[src/legalizer_pkg.sv]
`default_nettype none

package legalizer_pkg;

    // --------------------
    // bus geometry
    // --------------------
    localparam int unsigned AddrWidth = 32;
    localparam int unsigned DataWidth = 32;
    // bytes per beat and byte-in-beat index bits
    localparam int unsigned StrbWidth = DataWidth / 8;
    localparam int unsigned OffsetWidth = $clog2(StrbWidth);

    // --------------------
    // page limits
    // --------------------
    // AXI4 allows at most 256 beats per incrementing burst
    localparam int unsigned MaxBeatsPerBurst = 256;
    // a page never exceeds the 4 KiB AXI boundary
    localparam int unsigned PageSize = (MaxBeatsPerBurst * StrbWidth > 4096) ?
                                       4096 : MaxBeatsPerBurst * StrbWidth;
    localparam int unsigned PageAddrWidth = $clog2(PageSize);
    // log2 of beats per page when reduce-length is off
    localparam int unsigned LlenDefault = 8;

    // byte address and transfer length
    typedef logic [AddrWidth-1:0] addr_t;
    typedef logic [31:0] len_t;
    // one extra bit so a whole page fits
    typedef logic [PageAddrWidth:0] page_len_t;
    typedef logic [OffsetWidth-1:0] offset_t;
    // reduced log2 beat count
    typedef logic [2:0] llen_t;
    // AXI len field, beats minus one
    typedef logic [$clog2(MaxBeatsPerBurst)-1:0] beats_t;

endpackage

`default_nettype wire

[src/legalizer_side_if.sv]
`timescale 1ns/1ps
`default_nettype none

interface legalizer_side_if;
    import legalizer_pkg::*;

    // transfer load pulses on request acceptance
    logic      load;
    addr_t     load_addr;
    len_t      load_length;
    // registered per-side page options
    logic      reduce_len;
    llen_t     max_llen;
    // advance one burst
    logic      step;
    // cut limit chosen by the controller
    page_len_t bytes_possible;
    // side status back to the controller
    page_len_t bytes_to_pb;
    logic      done;
    logic      busy;

    modport ctrl (
        output load, load_addr, load_length, reduce_len, max_llen, step, bytes_possible,
        input  bytes_to_pb, done, busy
    );

    modport side (
        input  load, load_addr, load_length, reduce_len, max_llen, step, bytes_possible,
        output bytes_to_pb, done, busy
    );

endinterface

`default_nettype wire

[src/burst_splitter.sv]
`timescale 1ns/1ps
`default_nettype none

module burst_splitter (
    input  wire logic                   clk_i,
    input  wire logic                   reset_i,
    legalizer_side_if.side              ctl,
    output legalizer_pkg::addr_t        burst_addr_o,
    output legalizer_pkg::beats_t       burst_len_o,
    output legalizer_pkg::offset_t      offset_o,
    output legalizer_pkg::offset_t      tailer_o,
    output logic                        last_o
);
    import legalizer_pkg::*;

    // remaining transfer of this side
    addr_t     addr_q;
    len_t      length_q;
    logic      valid_q;

    // page geometry
    logic [3:0]               page_width;
    page_len_t                page_size;
    logic [PageAddrWidth-1:0] page_offset;

    // current burst
    page_len_t num_bytes;
    offset_t   addr_offset;
    page_len_t beat_span;

    // --------------------
    // page boundary
    // --------------------
    // effective page width in address bits
    always_comb begin
        page_width = 4'(OffsetWidth) +
                     (ctl.reduce_len ? 4'(ctl.max_llen) : 4'(LlenDefault));
        // never beyond the AXI page
        if (page_width > 4'(PageAddrWidth)) begin
            page_width = 4'(PageAddrWidth);
        end
    end

    assign page_size = page_len_t'(1) << page_width;

    // low address bits below the variable page width
    always_comb begin
        page_offset = '0;
        for (int i = 0; i < PageAddrWidth; i++) begin
            page_offset[i] = (page_width > 4'(i)) ? addr_q[i] : 1'b0;
        end
    end

    assign ctl.bytes_to_pb = page_size - page_len_t'(page_offset);

    // --------------------
    // burst cut
    // --------------------
    assign ctl.done = !valid_q || (length_q <= len_t'(ctl.bytes_possible));

    // whole remainder when it fits, otherwise up to the limit
    assign num_bytes = (length_q > len_t'(ctl.bytes_possible)) ?
                       ctl.bytes_possible : length_q[PageAddrWidth:0];

    assign addr_offset = addr_q[OffsetWidth-1:0];

    // bytes touched from the aligned start, minus one
    assign beat_span = num_bytes + page_len_t'(addr_offset) - page_len_t'(1);

    assign burst_addr_o = {addr_q[AddrWidth-1:OffsetWidth], {OffsetWidth{1'b0}}};
    assign burst_len_o  = beats_t'(beat_span >> OffsetWidth);
    assign offset_o     = addr_offset;
    assign tailer_o     = offset_t'(num_bytes + page_len_t'(addr_offset));
    // only a burst in flight can be the last one
    assign last_o       = valid_q & ctl.done;
    assign ctl.busy     = valid_q;

    // --------------------
    // state
    // --------------------
    always_ff @(posedge clk_i) begin
        if (reset_i) begin
            valid_q <= 1'b0;
        end else if (ctl.load) begin
            // zero-length transfers emit nothing
            valid_q <= |ctl.load_length;
        end else if (ctl.step && valid_q && ctl.done) begin
            valid_q <= 1'b0;
        end
    end

    // address and remainder of the transfer
    always_ff @(posedge clk_i) begin
        if (ctl.load) begin
            addr_q   <= ctl.load_addr;
            length_q <= ctl.load_length;
        end else if (ctl.step && valid_q && !ctl.done) begin
            // move past the emitted burst
            addr_q   <= addr_q + addr_t'(ctl.bytes_possible);
            length_q <= length_q - len_t'(ctl.bytes_possible);
        end
    end

endmodule

`default_nettype wire

[src/legalizer_ctrl.sv]
`timescale 1ns/1ps
`default_nettype none

module legalizer_ctrl (
    input  wire logic                 clk_i,
    input  wire logic                 reset_i,
    // request
    input  legalizer_pkg::addr_t      req_src_addr_i,
    input  legalizer_pkg::addr_t      req_dst_addr_i,
    input  legalizer_pkg::len_t       req_length_i,
    input  wire logic                 req_decouple_rw_i,
    input  wire logic                 req_src_reduce_len_i,
    input  legalizer_pkg::llen_t      req_src_max_llen_i,
    input  wire logic                 req_dst_reduce_len_i,
    input  legalizer_pkg::llen_t      req_dst_max_llen_i,
    input  wire logic                 req_valid_i,
    output logic                      req_ready_o,
    // burst flow control
    input  wire logic                 r_ready_i,
    input  wire logic                 w_ready_i,
    input  wire logic                 flush_i,
    output logic                      r_valid_o,
    output logic                      w_valid_o,
    // splitter sides
    legalizer_side_if.ctrl            rd_side,
    legalizer_side_if.ctrl            wr_side
);
    import legalizer_pkg::*;

    // options of the running transfer
    logic  decouple_q;
    logic  src_reduce_q;
    llen_t src_max_llen_q;
    logic  dst_reduce_q;
    llen_t dst_max_llen_q;

    logic      accept;
    logic      coupled_step;
    page_len_t c_bytes_to_pb;

    // --------------------
    // request intake
    // --------------------
    // both sides finished and both channels able to take a burst
    assign req_ready_o = rd_side.done & wr_side.done & r_ready_i & w_ready_i & !flush_i;
    assign accept      = req_valid_i & req_ready_o;

    always_ff @(posedge clk_i) begin
        if (reset_i) begin
            decouple_q     <= 1'b0;
            src_reduce_q   <= 1'b0;
            src_max_llen_q <= '0;
            dst_reduce_q   <= 1'b0;
            dst_max_llen_q <= '0;
        end else if (accept) begin
            decouple_q     <= req_decouple_rw_i;
            src_reduce_q   <= req_src_reduce_len_i;
            src_max_llen_q <= req_src_max_llen_i;
            dst_reduce_q   <= req_dst_reduce_len_i;
            dst_max_llen_q <= req_dst_max_llen_i;
        end
    end

    // source feeds the read side, destination the write side
    assign rd_side.load        = accept;
    assign rd_side.load_addr   = req_src_addr_i;
    assign rd_side.load_length = req_length_i;
    assign rd_side.reduce_len  = src_reduce_q;
    assign rd_side.max_llen    = src_max_llen_q;

    assign wr_side.load        = accept;
    assign wr_side.load_addr   = req_dst_addr_i;
    assign wr_side.load_length = req_length_i;
    assign wr_side.reduce_len  = dst_reduce_q;
    assign wr_side.max_llen    = dst_max_llen_q;

    // --------------------
    // cut limits
    // --------------------
    // nearer boundary of the two sides
    assign c_bytes_to_pb = (rd_side.bytes_to_pb > wr_side.bytes_to_pb) ?
                           wr_side.bytes_to_pb : rd_side.bytes_to_pb;

    assign rd_side.bytes_possible = decouple_q ? rd_side.bytes_to_pb : c_bytes_to_pb;
    assign wr_side.bytes_possible = decouple_q ? wr_side.bytes_to_pb : c_bytes_to_pb;

    // --------------------
    // flow control
    // --------------------
    // coupled sides only move when both channels accept
    assign coupled_step = r_ready_i & w_ready_i & !flush_i;

    assign rd_side.step = decouple_q ? (r_ready_i & !flush_i) : coupled_step;
    assign wr_side.step = decouple_q ? (w_ready_i & !flush_i) : coupled_step;

    // valid only ever rises with its ready, so each valid cycle is a burst
    assign r_valid_o = rd_side.busy & rd_side.step;
    assign w_valid_o = wr_side.busy & wr_side.step;

endmodule

`default_nettype wire

[src/burst_legalizer.sv]
`timescale 1ns/1ps
`default_nettype none

module burst_legalizer (
    input  wire logic                 clk_i,
    input  wire logic                 reset_i,
    // request
    input  legalizer_pkg::addr_t      req_src_addr_i,
    input  legalizer_pkg::addr_t      req_dst_addr_i,
    input  legalizer_pkg::len_t       req_length_i,
    input  wire logic                 req_decouple_rw_i,
    input  wire logic                 req_src_reduce_len_i,
    input  legalizer_pkg::llen_t      req_src_max_llen_i,
    input  wire logic                 req_dst_reduce_len_i,
    input  legalizer_pkg::llen_t      req_dst_max_llen_i,
    input  wire logic                 req_valid_i,
    output logic                      req_ready_o,
    // read bursts
    output legalizer_pkg::addr_t      ar_addr_o,
    output legalizer_pkg::beats_t     ar_len_o,
    output legalizer_pkg::offset_t    r_offset_o,
    output legalizer_pkg::offset_t    r_tailer_o,
    output logic                      r_valid_o,
    input  wire logic                 r_ready_i,
    // write bursts
    output legalizer_pkg::addr_t      aw_addr_o,
    output legalizer_pkg::beats_t     aw_len_o,
    output legalizer_pkg::offset_t    w_offset_o,
    output legalizer_pkg::offset_t    w_tailer_o,
    output logic                      w_last_o,
    output logic                      w_valid_o,
    input  wire logic                 w_ready_i,
    // control and status
    input  wire logic                 flush_i,
    output logic                      r_busy_o,
    output logic                      w_busy_o
);

    legalizer_side_if rd_if ();
    legalizer_side_if wr_if ();

    // --------------------
    // controller
    // --------------------
    legalizer_ctrl u_ctrl (
        .clk_i                (clk_i),
        .reset_i              (reset_i),
        .req_src_addr_i       (req_src_addr_i),
        .req_dst_addr_i       (req_dst_addr_i),
        .req_length_i         (req_length_i),
        .req_decouple_rw_i    (req_decouple_rw_i),
        .req_src_reduce_len_i (req_src_reduce_len_i),
        .req_src_max_llen_i   (req_src_max_llen_i),
        .req_dst_reduce_len_i (req_dst_reduce_len_i),
        .req_dst_max_llen_i   (req_dst_max_llen_i),
        .req_valid_i          (req_valid_i),
        .req_ready_o          (req_ready_o),
        .r_ready_i            (r_ready_i),
        .w_ready_i            (w_ready_i),
        .flush_i              (flush_i),
        .r_valid_o            (r_valid_o),
        .w_valid_o            (w_valid_o),
        .rd_side              (rd_if.ctrl),
        .wr_side              (wr_if.ctrl)
    );

    // --------------------
    // splitters
    // --------------------
    // the write side alone marks the last burst
    burst_splitter u_rd (
        .clk_i        (clk_i),
        .reset_i      (reset_i),
        .ctl          (rd_if.side),
        .burst_addr_o (ar_addr_o),
        .burst_len_o  (ar_len_o),
        .offset_o     (r_offset_o),
        .tailer_o     (r_tailer_o),
        .last_o       ()
    );

    burst_splitter u_wr (
        .clk_i        (clk_i),
        .reset_i      (reset_i),
        .ctl          (wr_if.side),
        .burst_addr_o (aw_addr_o),
        .burst_len_o  (aw_len_o),
        .offset_o     (w_offset_o),
        .tailer_o     (w_tailer_o),
        .last_o       (w_last_o)
    );

    // a side is busy while it holds an unfinished transfer
    assign r_busy_o = rd_if.busy;
    assign w_busy_o = wr_if.busy;

endmodule

`default_nettype wire

[config.mk]
export PLATFORM = sky130hd
export DESIGN_NAME = burst_legalizer
export DESIGN_NICKNAME = d
export VERILOG_FILES = /design/src/legalizer_pkg.sv /design/src/legalizer_side_if.sv /design/src/burst_splitter.sv /design/src/legalizer_ctrl.sv /design/src/burst_legalizer.sv
export SDC_FILE = /design/constraint.sdc
export NUM_CORES = 1
export LEC_CHECK = 0
export BUFFER_PORTS_ARGS = -buffer_cell sky130_fd_sc_hd__buf_4
export CAP_MARGIN = 20
export CORE_MARGIN = 3
export CORE_UTILIZATION = 30
export CTS_CLUSTER_DIAMETER = 100
export DETAILED_ROUTE_END_ITERATION = 6
export SKIP_LAST_GASP = 1
export SLEW_MARGIN = 10
export SYNTH_ARGS = -nofsm -noshare
export SYNTH_HDL_FRONTEND = slang
export SYNTH_HIERARCHICAL = 1
export SYNTH_SLANG_ARGS = --single-unit
[constraint.sdc]
create_clock -name clk_i -period 25.3 [get_ports clk_i]
set_clock_uncertainty 0.05 [all_clocks]
set_input_delay 1.265 -clock clk_i [delete_from_list [all_inputs] [get_ports clk_i]]
set_output_delay 1.265 -clock clk_i [all_outputs]
set_load 0.01 [all_outputs]
# After elaboration in Yosys (flattened, before gate mapping)
# Index checks and enable logic that the tools add are counted.
# totals
register_bits,139
inputBits,111
out_inout_bits,94
elab_cells,125
# op_classes
n_addsub,12
order_cmp,27
shifts,2
mux,43
bitwise,12
reduce_logical,18
# op_table
cell,n
2-to-1 mux 32 bit,8
adder 32 x 11 -> 32 bit,2
greater-than comparator 32 x 11 -> 1 bit,2
less-or-equal comparator 32 x 11 -> 1 bit,2
subtractor 32 x 11 -> 32 bit,2
2-to-1 mux 11 bit,3
"greater-than comparator 4 x 3 -> 1 bit, second input constant",8
OR reduction 32 bit,1
2-to-1 mux 1 bit,26
"greater-than comparator 4 bit, second input constant",6
"<< shifter 1 x 4 -> 11 bit, first input constant",2
subtractor 11 x 10 -> 11 bit,2
adder 10 x 2 -> 10 bit,2
2-to-1 mux 10 bit,2
"subtractor 10 x 1 -> 10 bit, second input constant",2
"greater-than comparator 4 x 1 -> 1 bit, second input constant",4
"greater-than comparator 4 x 2 -> 1 bit, second input constant",4
2-to-1 mux 4 bit,4
AND 1 bit,12
greater-than comparator 11 bit,1
"adder 2 x 4 -> 4 bit, first input constant",2
nonzero test 2 bit,4
logical AND 1 bit,6
logical NOT 1 bit,5
logical OR 1 bit,2

# Logic depth before layout (Yosys ltp)
# depth
ltp_word,18
ltp_mapped,46
mapped_depth_nobuf,43

# Hierarchy
# The synthesis kept the hierarchy.
# by_module_without_submodules
module,n_inst,cells_per_inst,area_each_um2,seq_area_each_um2
burst_splitter (u_wr),1,707,5974.5,1941.9
burst_splitter (u_rd),1,676,5859.4,1941.9
legalizer_ctrl,1,246,1916.8,180.2

# Least setup slack after synthesis
# No wires, ideal clock.
# synth_path
kind,register to output
startpoint,register u_ctrl.src_reduce_q (netlist: u_ctrl/rd_side.reduce_len)
endpoint,output port aw_len_o[7]
t_arrival_ps,9176
required_time_ps,23985
setup_slack_ps,14809
path_stages_with_launch,41
path_buffers,3
cell_sequence,dfxtp_1 -> nand2_1 -> inv_1 -> ha_1 -> clkbuf_1 -> nor3_1 -> nand2_1 -> inv_1 -> ha_1 -> nor2b_1 -> o21ai_0 -> a21boi_0 -> o21ai_0 -> nand2b_1 -> a21o_1 -> a21oi_1 -> mux2i_1 -> or4_1 -> [5 not listed] -> ha_1 -> fa_1 -> nand2b_1 -> a211o_1 -> a211o_1 -> nand2_4 -> buf_2 -> buf_1 -> o21ai_0 -> ha_1 -> fa_1 -> or4_1 -> o21ai_0 -> nand3_1 -> mux2_2 -> o211ai_1 -> nand2_1 -> o211ai_1
# synth_between
elab_chain_cells,14
elab_cells_between_ends,33
cone_classes,add/sub (4); order compare (13); shift (1); mux (15)
# synth_lines
item,line_no,text
"start, declared",legalizer_ctrl.sv:32,logic src_reduce_q;
"start signal, assigned",legalizer_ctrl.sv:57,src_reduce_q <= req_src_reduce_len_i;
2-to-1 mux 4 bit (*),burst_splitter.sv:37,(ctl.reduce_len ? 4'(ctl.max_llen) : 4'(LlenDefault));
adder 2 x 4 -> 4 bit (*),burst_splitter.sv:36,page_width = 4'(OffsetWidth) +
greater-than comparator 4 bit,burst_splitter.sv:39,if (page_width > 4'(PageAddrWidth)) begin
2-to-1 mux 4 bit (*),burst_splitter.sv:39,
"greater-than comparator 4 x 1 -> 1 bit, or another cell as far along",burst_splitter.sv:50,page_offset[i] = (page_width > 4'(i)) ? addr_q[i] : 1'b0;
2-to-1 mux 1 bit,burst_splitter.sv:50,
subtractor 11 x 10 -> 11 bit (*),burst_splitter.sv:54,assign ctl.bytes_to_pb = page_size - page_len_t'(page_offset);
named net rd_if.bytes_to_pb[9],legalizer_side_if.sv:19,page_len_t bytes_to_pb;
greater-than comparator 11 bit (*),legalizer_ctrl.sv:81,assign c_bytes_to_pb = (rd_side.bytes_to_pb > wr_side.bytes_to_pb) ?
2-to-1 mux 11 bit (*),legalizer_ctrl.sv:81,
2-to-1 mux 11 bit (*),legalizer_ctrl.sv:85,assign wr_side.bytes_possible = decouple_q ? wr_side.bytes_to_pb : c_bytes_to_pb;
named net wr_if.bytes_possible[0],legalizer_side_if.sv:17,page_len_t bytes_possible;
greater-than comparator 32 x 11 -> 1 bit,burst_splitter.sv:62,assign num_bytes = (length_q > len_t'(ctl.bytes_possible)) ?
2-to-1 mux 10 bit (*),burst_splitter.sv:62,
adder 10 x 2 -> 10 bit (*),burst_splitter.sv:68,assign beat_span = num_bytes + page_len_t'(addr_offset) - page_len_t'(1);
subtractor 10 x 1 -> 10 bit (*),burst_splitter.sv:68,
"end, declared",burst_legalizer.sv:27,"output legalizer_pkg::beats_t aw_len_o,"
# Mark *: on every way through the listed nets, which the timed path passes. The rest lies on a longest branch.

# Final worst setup path
# layout_path
startpoint,register u_ctrl.src_reduce_q (netlist: u_ctrl/rd_side.reduce_len)
endpoint,output port ar_len_o[7]
# layout_between
elab_chain_cells,14
elab_cells_between_ends,33
cone_classes,add/sub (4); order compare (13); shift (1); mux (15)
# layout_lines
item,line_no,text
2-to-1 mux 4 bit (*),burst_splitter.sv:37,
adder 2 x 4 -> 4 bit (*),burst_splitter.sv:36,
greater-than comparator 4 bit,burst_splitter.sv:39,
2-to-1 mux 4 bit (*),burst_splitter.sv:39,
"greater-than comparator 4 x 1 -> 1 bit, or another cell as far along",burst_splitter.sv:50,
2-to-1 mux 1 bit,burst_splitter.sv:50,
subtractor 11 x 10 -> 11 bit (*),burst_splitter.sv:54,
named net rd_if.bytes_to_pb[9],legalizer_side_if.sv:19,
greater-than comparator 11 bit (*),legalizer_ctrl.sv:81,
2-to-1 mux 11 bit (*),legalizer_ctrl.sv:81,
2-to-1 mux 11 bit (*),legalizer_ctrl.sv:84,assign rd_side.bytes_possible = decouple_q ? rd_side.bytes_to_pb : c_bytes_to_pb;
named net rd_if.bytes_possible[0],legalizer_side_if.sv:17,
greater-than comparator 32 x 11 -> 1 bit,burst_splitter.sv:62,
2-to-1 mux 10 bit (*),burst_splitter.sv:62,
adder 10 x 2 -> 10 bit (*),burst_splitter.sv:68,
subtractor 10 x 1 -> 10 bit (*),burst_splitter.sv:68,
"end, declared",burst_legalizer.sv:20,"output legalizer_pkg::beats_t ar_len_o,"
# Marked as above.

==> metrics.md <==
| Metric | Value |
|---|---|
| Most frequent CP cell | ha_1 |
| Worst slack, placed | 13,520 ps |
| LEAKAGE | between 0.005 and 0.006 uW |
| Rows | a little under 80 |
| Min-Delay Endpoint | u_ctrl/wr_side.max_llen[2]$_SDFFE_PP0P_ |
| Clock share of power | between 30% and 40% |
| Min cycle time layout | roughly 12,000 ps |
| I/O pin count | about 210 |
| CTS buffer count | 17 |
| Tot GR Track Use | around 16% |
| Die Y-Extent | between 200 and 250 microns |
| Cell Area, Synth | between 10,000 and 15,000 sq um |
| CP endpoint kind | output pin |
| Tcrit/Tclk final | between 40% and 50% |
| Hold path depth | 2 |
| Clk_lat worst skew | about 450 ps |
| Syn-to-layout area delta | 12.6% |
| Hold Path Class | reg -> reg |
| Final setup vio count | 0 |
| Power Density | approximately 54 nW/um^2 |
| Post-synthesis cell count | roughly 1,600 |
| Antenna-violating nets left | 0 |
| R2R Path End | u_wr/addr_q[4]$_DFFE_PP_ |
| Root Buffer | clkbuf_16 |
| CTS tree | done |
| First-pass GRT wire length | around 62 mm |
| Unrepaired setup endpoints after global routing | false |
| R2R setup slack | between 10,000 and 15,000 ps |
| Maximum vdd drop | approximately 0.000046 V |
| Final Non-Filler Cells | between 2,000 and 2,500 |
| Final TNS setup | 0 ps |
| Fmax | between 80 and 90 MHz |
| Final wirelength | 40.8 mm |
| Htree depth | 4 |
| Critical path class | reg -> out |
| Via total after detailed routing | 11,900 |
| Vias per cell | between 5 and 6 |
| Clk slew on worst S/H paths | around 60 ps |
| Register Area | 4060 sq um |
| Largest net degree at the start of global routing | 108 |
| Vias in the first global route | about 11,000 |
| Max-slew violation count | 0 |
| Hpwl dp | approximately 32 mm |
| Port bufs | 200 |
| CP Max Fanout | 18 |
| Total setup buffers inserted after CTS | 0 |
| Switching part of the total | around a third |
| Initial antenna violation count | 1 |
| Gr ovfl total | 0 |
| Switching component of the power | 273 uW |
| Share of cells above drive strength 1 | ~18% |
| Max-cap violations | 0 |
| Routed wire per std cell | 17.9 microns |
| Relative slew slack | 34.9% |
| Drt drc | 0 |
| Cells resized by post-CTS repair | 0 |
| Fin nets | around 1,900 |
| Chip width | roughly 220 microns |
| Area of the multi-input gates | 8170 sq um |
| Final hold violations | 0 |
| Area of the core | 44,700 sq um |
| Critical path origin | u_ctrl/rd_side.reduce_len$_SDFFE_PP0P_ |
| DR pass1 iterations | 5 |
| Combinational share of power | around 34% |
| Slowest library cell on the worst path | o21ai_2 |
| R2R cell count | 38 |
| Int Power | between 500 and 600 uW |
| Outcome | completed |
| Ys Warns | 6 |
| DRT iter0 DRCs | 1,002 |
| Inst Count DP | approximately 2,200 |
| Slew @ Worst Pin | slightly below 1000 ps |
| Num Clock Sinks | between 100 and 150 |
| Sequential power share | between 30% and 40% |
| Hold wc startpoint | u_ctrl/wr_side.max_llen[2]$_SDFFE_PP0P_ |
| Setup ws final | roughly 13,000 ps |
| Die area | ~48,000 sq um |
| Setup crit start kind | flip-flop |
| Initial Utilization | 30.7% |
| Hold-fix buffers, CTS | 0 |
| CTS max path bufs | 2 |
| CP required | about 24,000 ps |
| Max incr delay on CP | 710 ps |
| Gp weighted congestion | 0.943 |
| Worst EP arrival | 11,120 ps |
| Reg-to-reg critical path startpoint | u_ctrl/rd_side.reduce_len$_SDFFE_PP0P_ |
| Syn Area/Cell | around 8.4 sq um |
| # fillers | around 4,700 |
power groups by stage:
stage	sequential [uW]	clock (uW)	combinational (uW)
3_5_place_dp	280	0	279
5_1_grt	276	292	312
2_1_floorplan	278	0	202
4_1_cts	275	283	281
6_report	275	276	282
3_3_place_gp	279	0	276
sequential cells by signal, summed over array words and instances, names as in the netlist:
register                   cells
u_wr/ctl.busy                  1
u_rd/length_q                 32
u_rd/addr_q                   32
u_ctrl/decouple_q              1
u_ctrl/rd_side.reduce_len      1
u_ctrl/wr_side.max_llen        3
u_ctrl/rd_side.max_llen        3
u_rd/ctl.busy                  1
u_ctrl/wr_side.reduce_len      1
u_wr/length_q                 32
u_wr/addr_q                   32
area by class of cell:
class | instances | share of cell area [%]
Antenna cell | 1 | 0.0162
Clock buffer | 18 | 2.77
Clock inverter | 13 | 1.29
Inverter | 78 | 1.92
Multi-Input combinational cell | 1225 | 52.8
Sequential cell | 139 | 26.3
Tap cell | 592 | 4.79
Timing Repair Buffer | 209 | 10.1
stage by stage:
stage | hold slack, ps | area, sq um | total power (uW) | utilization [%]
3_5_place_dp | 410 | 14800 | 559 | 33.2
6_report | 426 | 15500 | 833 | 34.6
4_1_cts | 422 | 15500 | 838 | 34.6
3_3_place_gp | 411 | 14800 | 556 | 33.2
5_1_grt | 454 | 15500 | 879 | 34.6
2_1_floorplan | 385 | 13800 | 480 | -
worst max-delay path: cells and delay by family (launching register included):
kind,cells,cell delay [ps]
xor+xnor,1,170
mux,3,770
compound gates,14,3320
buf+inv,4,560
fa+ha+maj,7,2410
flops,1,460
simple gates,11,2940
metal layers:
metal  vias up  part of all wire [%]  track usage (%)
li1       5800                     -                -
met1      5666                    45             21.5
met2       372                    47             26.5
met3        58                   5.5             3.31
met4         0                   2.7             5.97
met5         -                     0                0
placed cells by master (no fill, tap or decap), types with 11 or more instances in the layout:
master,count
or3_1,12
nor2_1,96
nand2b_1,26
nand4_1,22
o21ai_0,152
dfxtp_1,11
ha_1,81
xor2_1,59
buf_4,209
and2_1,12
a21oi_1,57
and3_1,30
nand2_1,191
or4_1,12
nor3_1,38
nand3_1,60
xnor2_1,73
nor2b_1,21
a31oi_1,12
inv_1,76
a21o_1,19
clkbuf_16,17
o31ai_1,19
nor4_1,26
nor3b_1,11
edfxtp_1,128
mux2_2,29
mux2i_1,19
how the worst max path moves through the flow:
stage	to	cells past startpoint
after floorplan	aw_len_o[7]	40
after global placement	ar_len_o[7]	39
after detailed placement	ar_len_o[7]	40
after CTS	ar_len_o[7]	39
after global routing	ar_len_o[7]	40
final	ar_len_o[7]	40
Note: power is estimated with default switching activity, not from simulation.
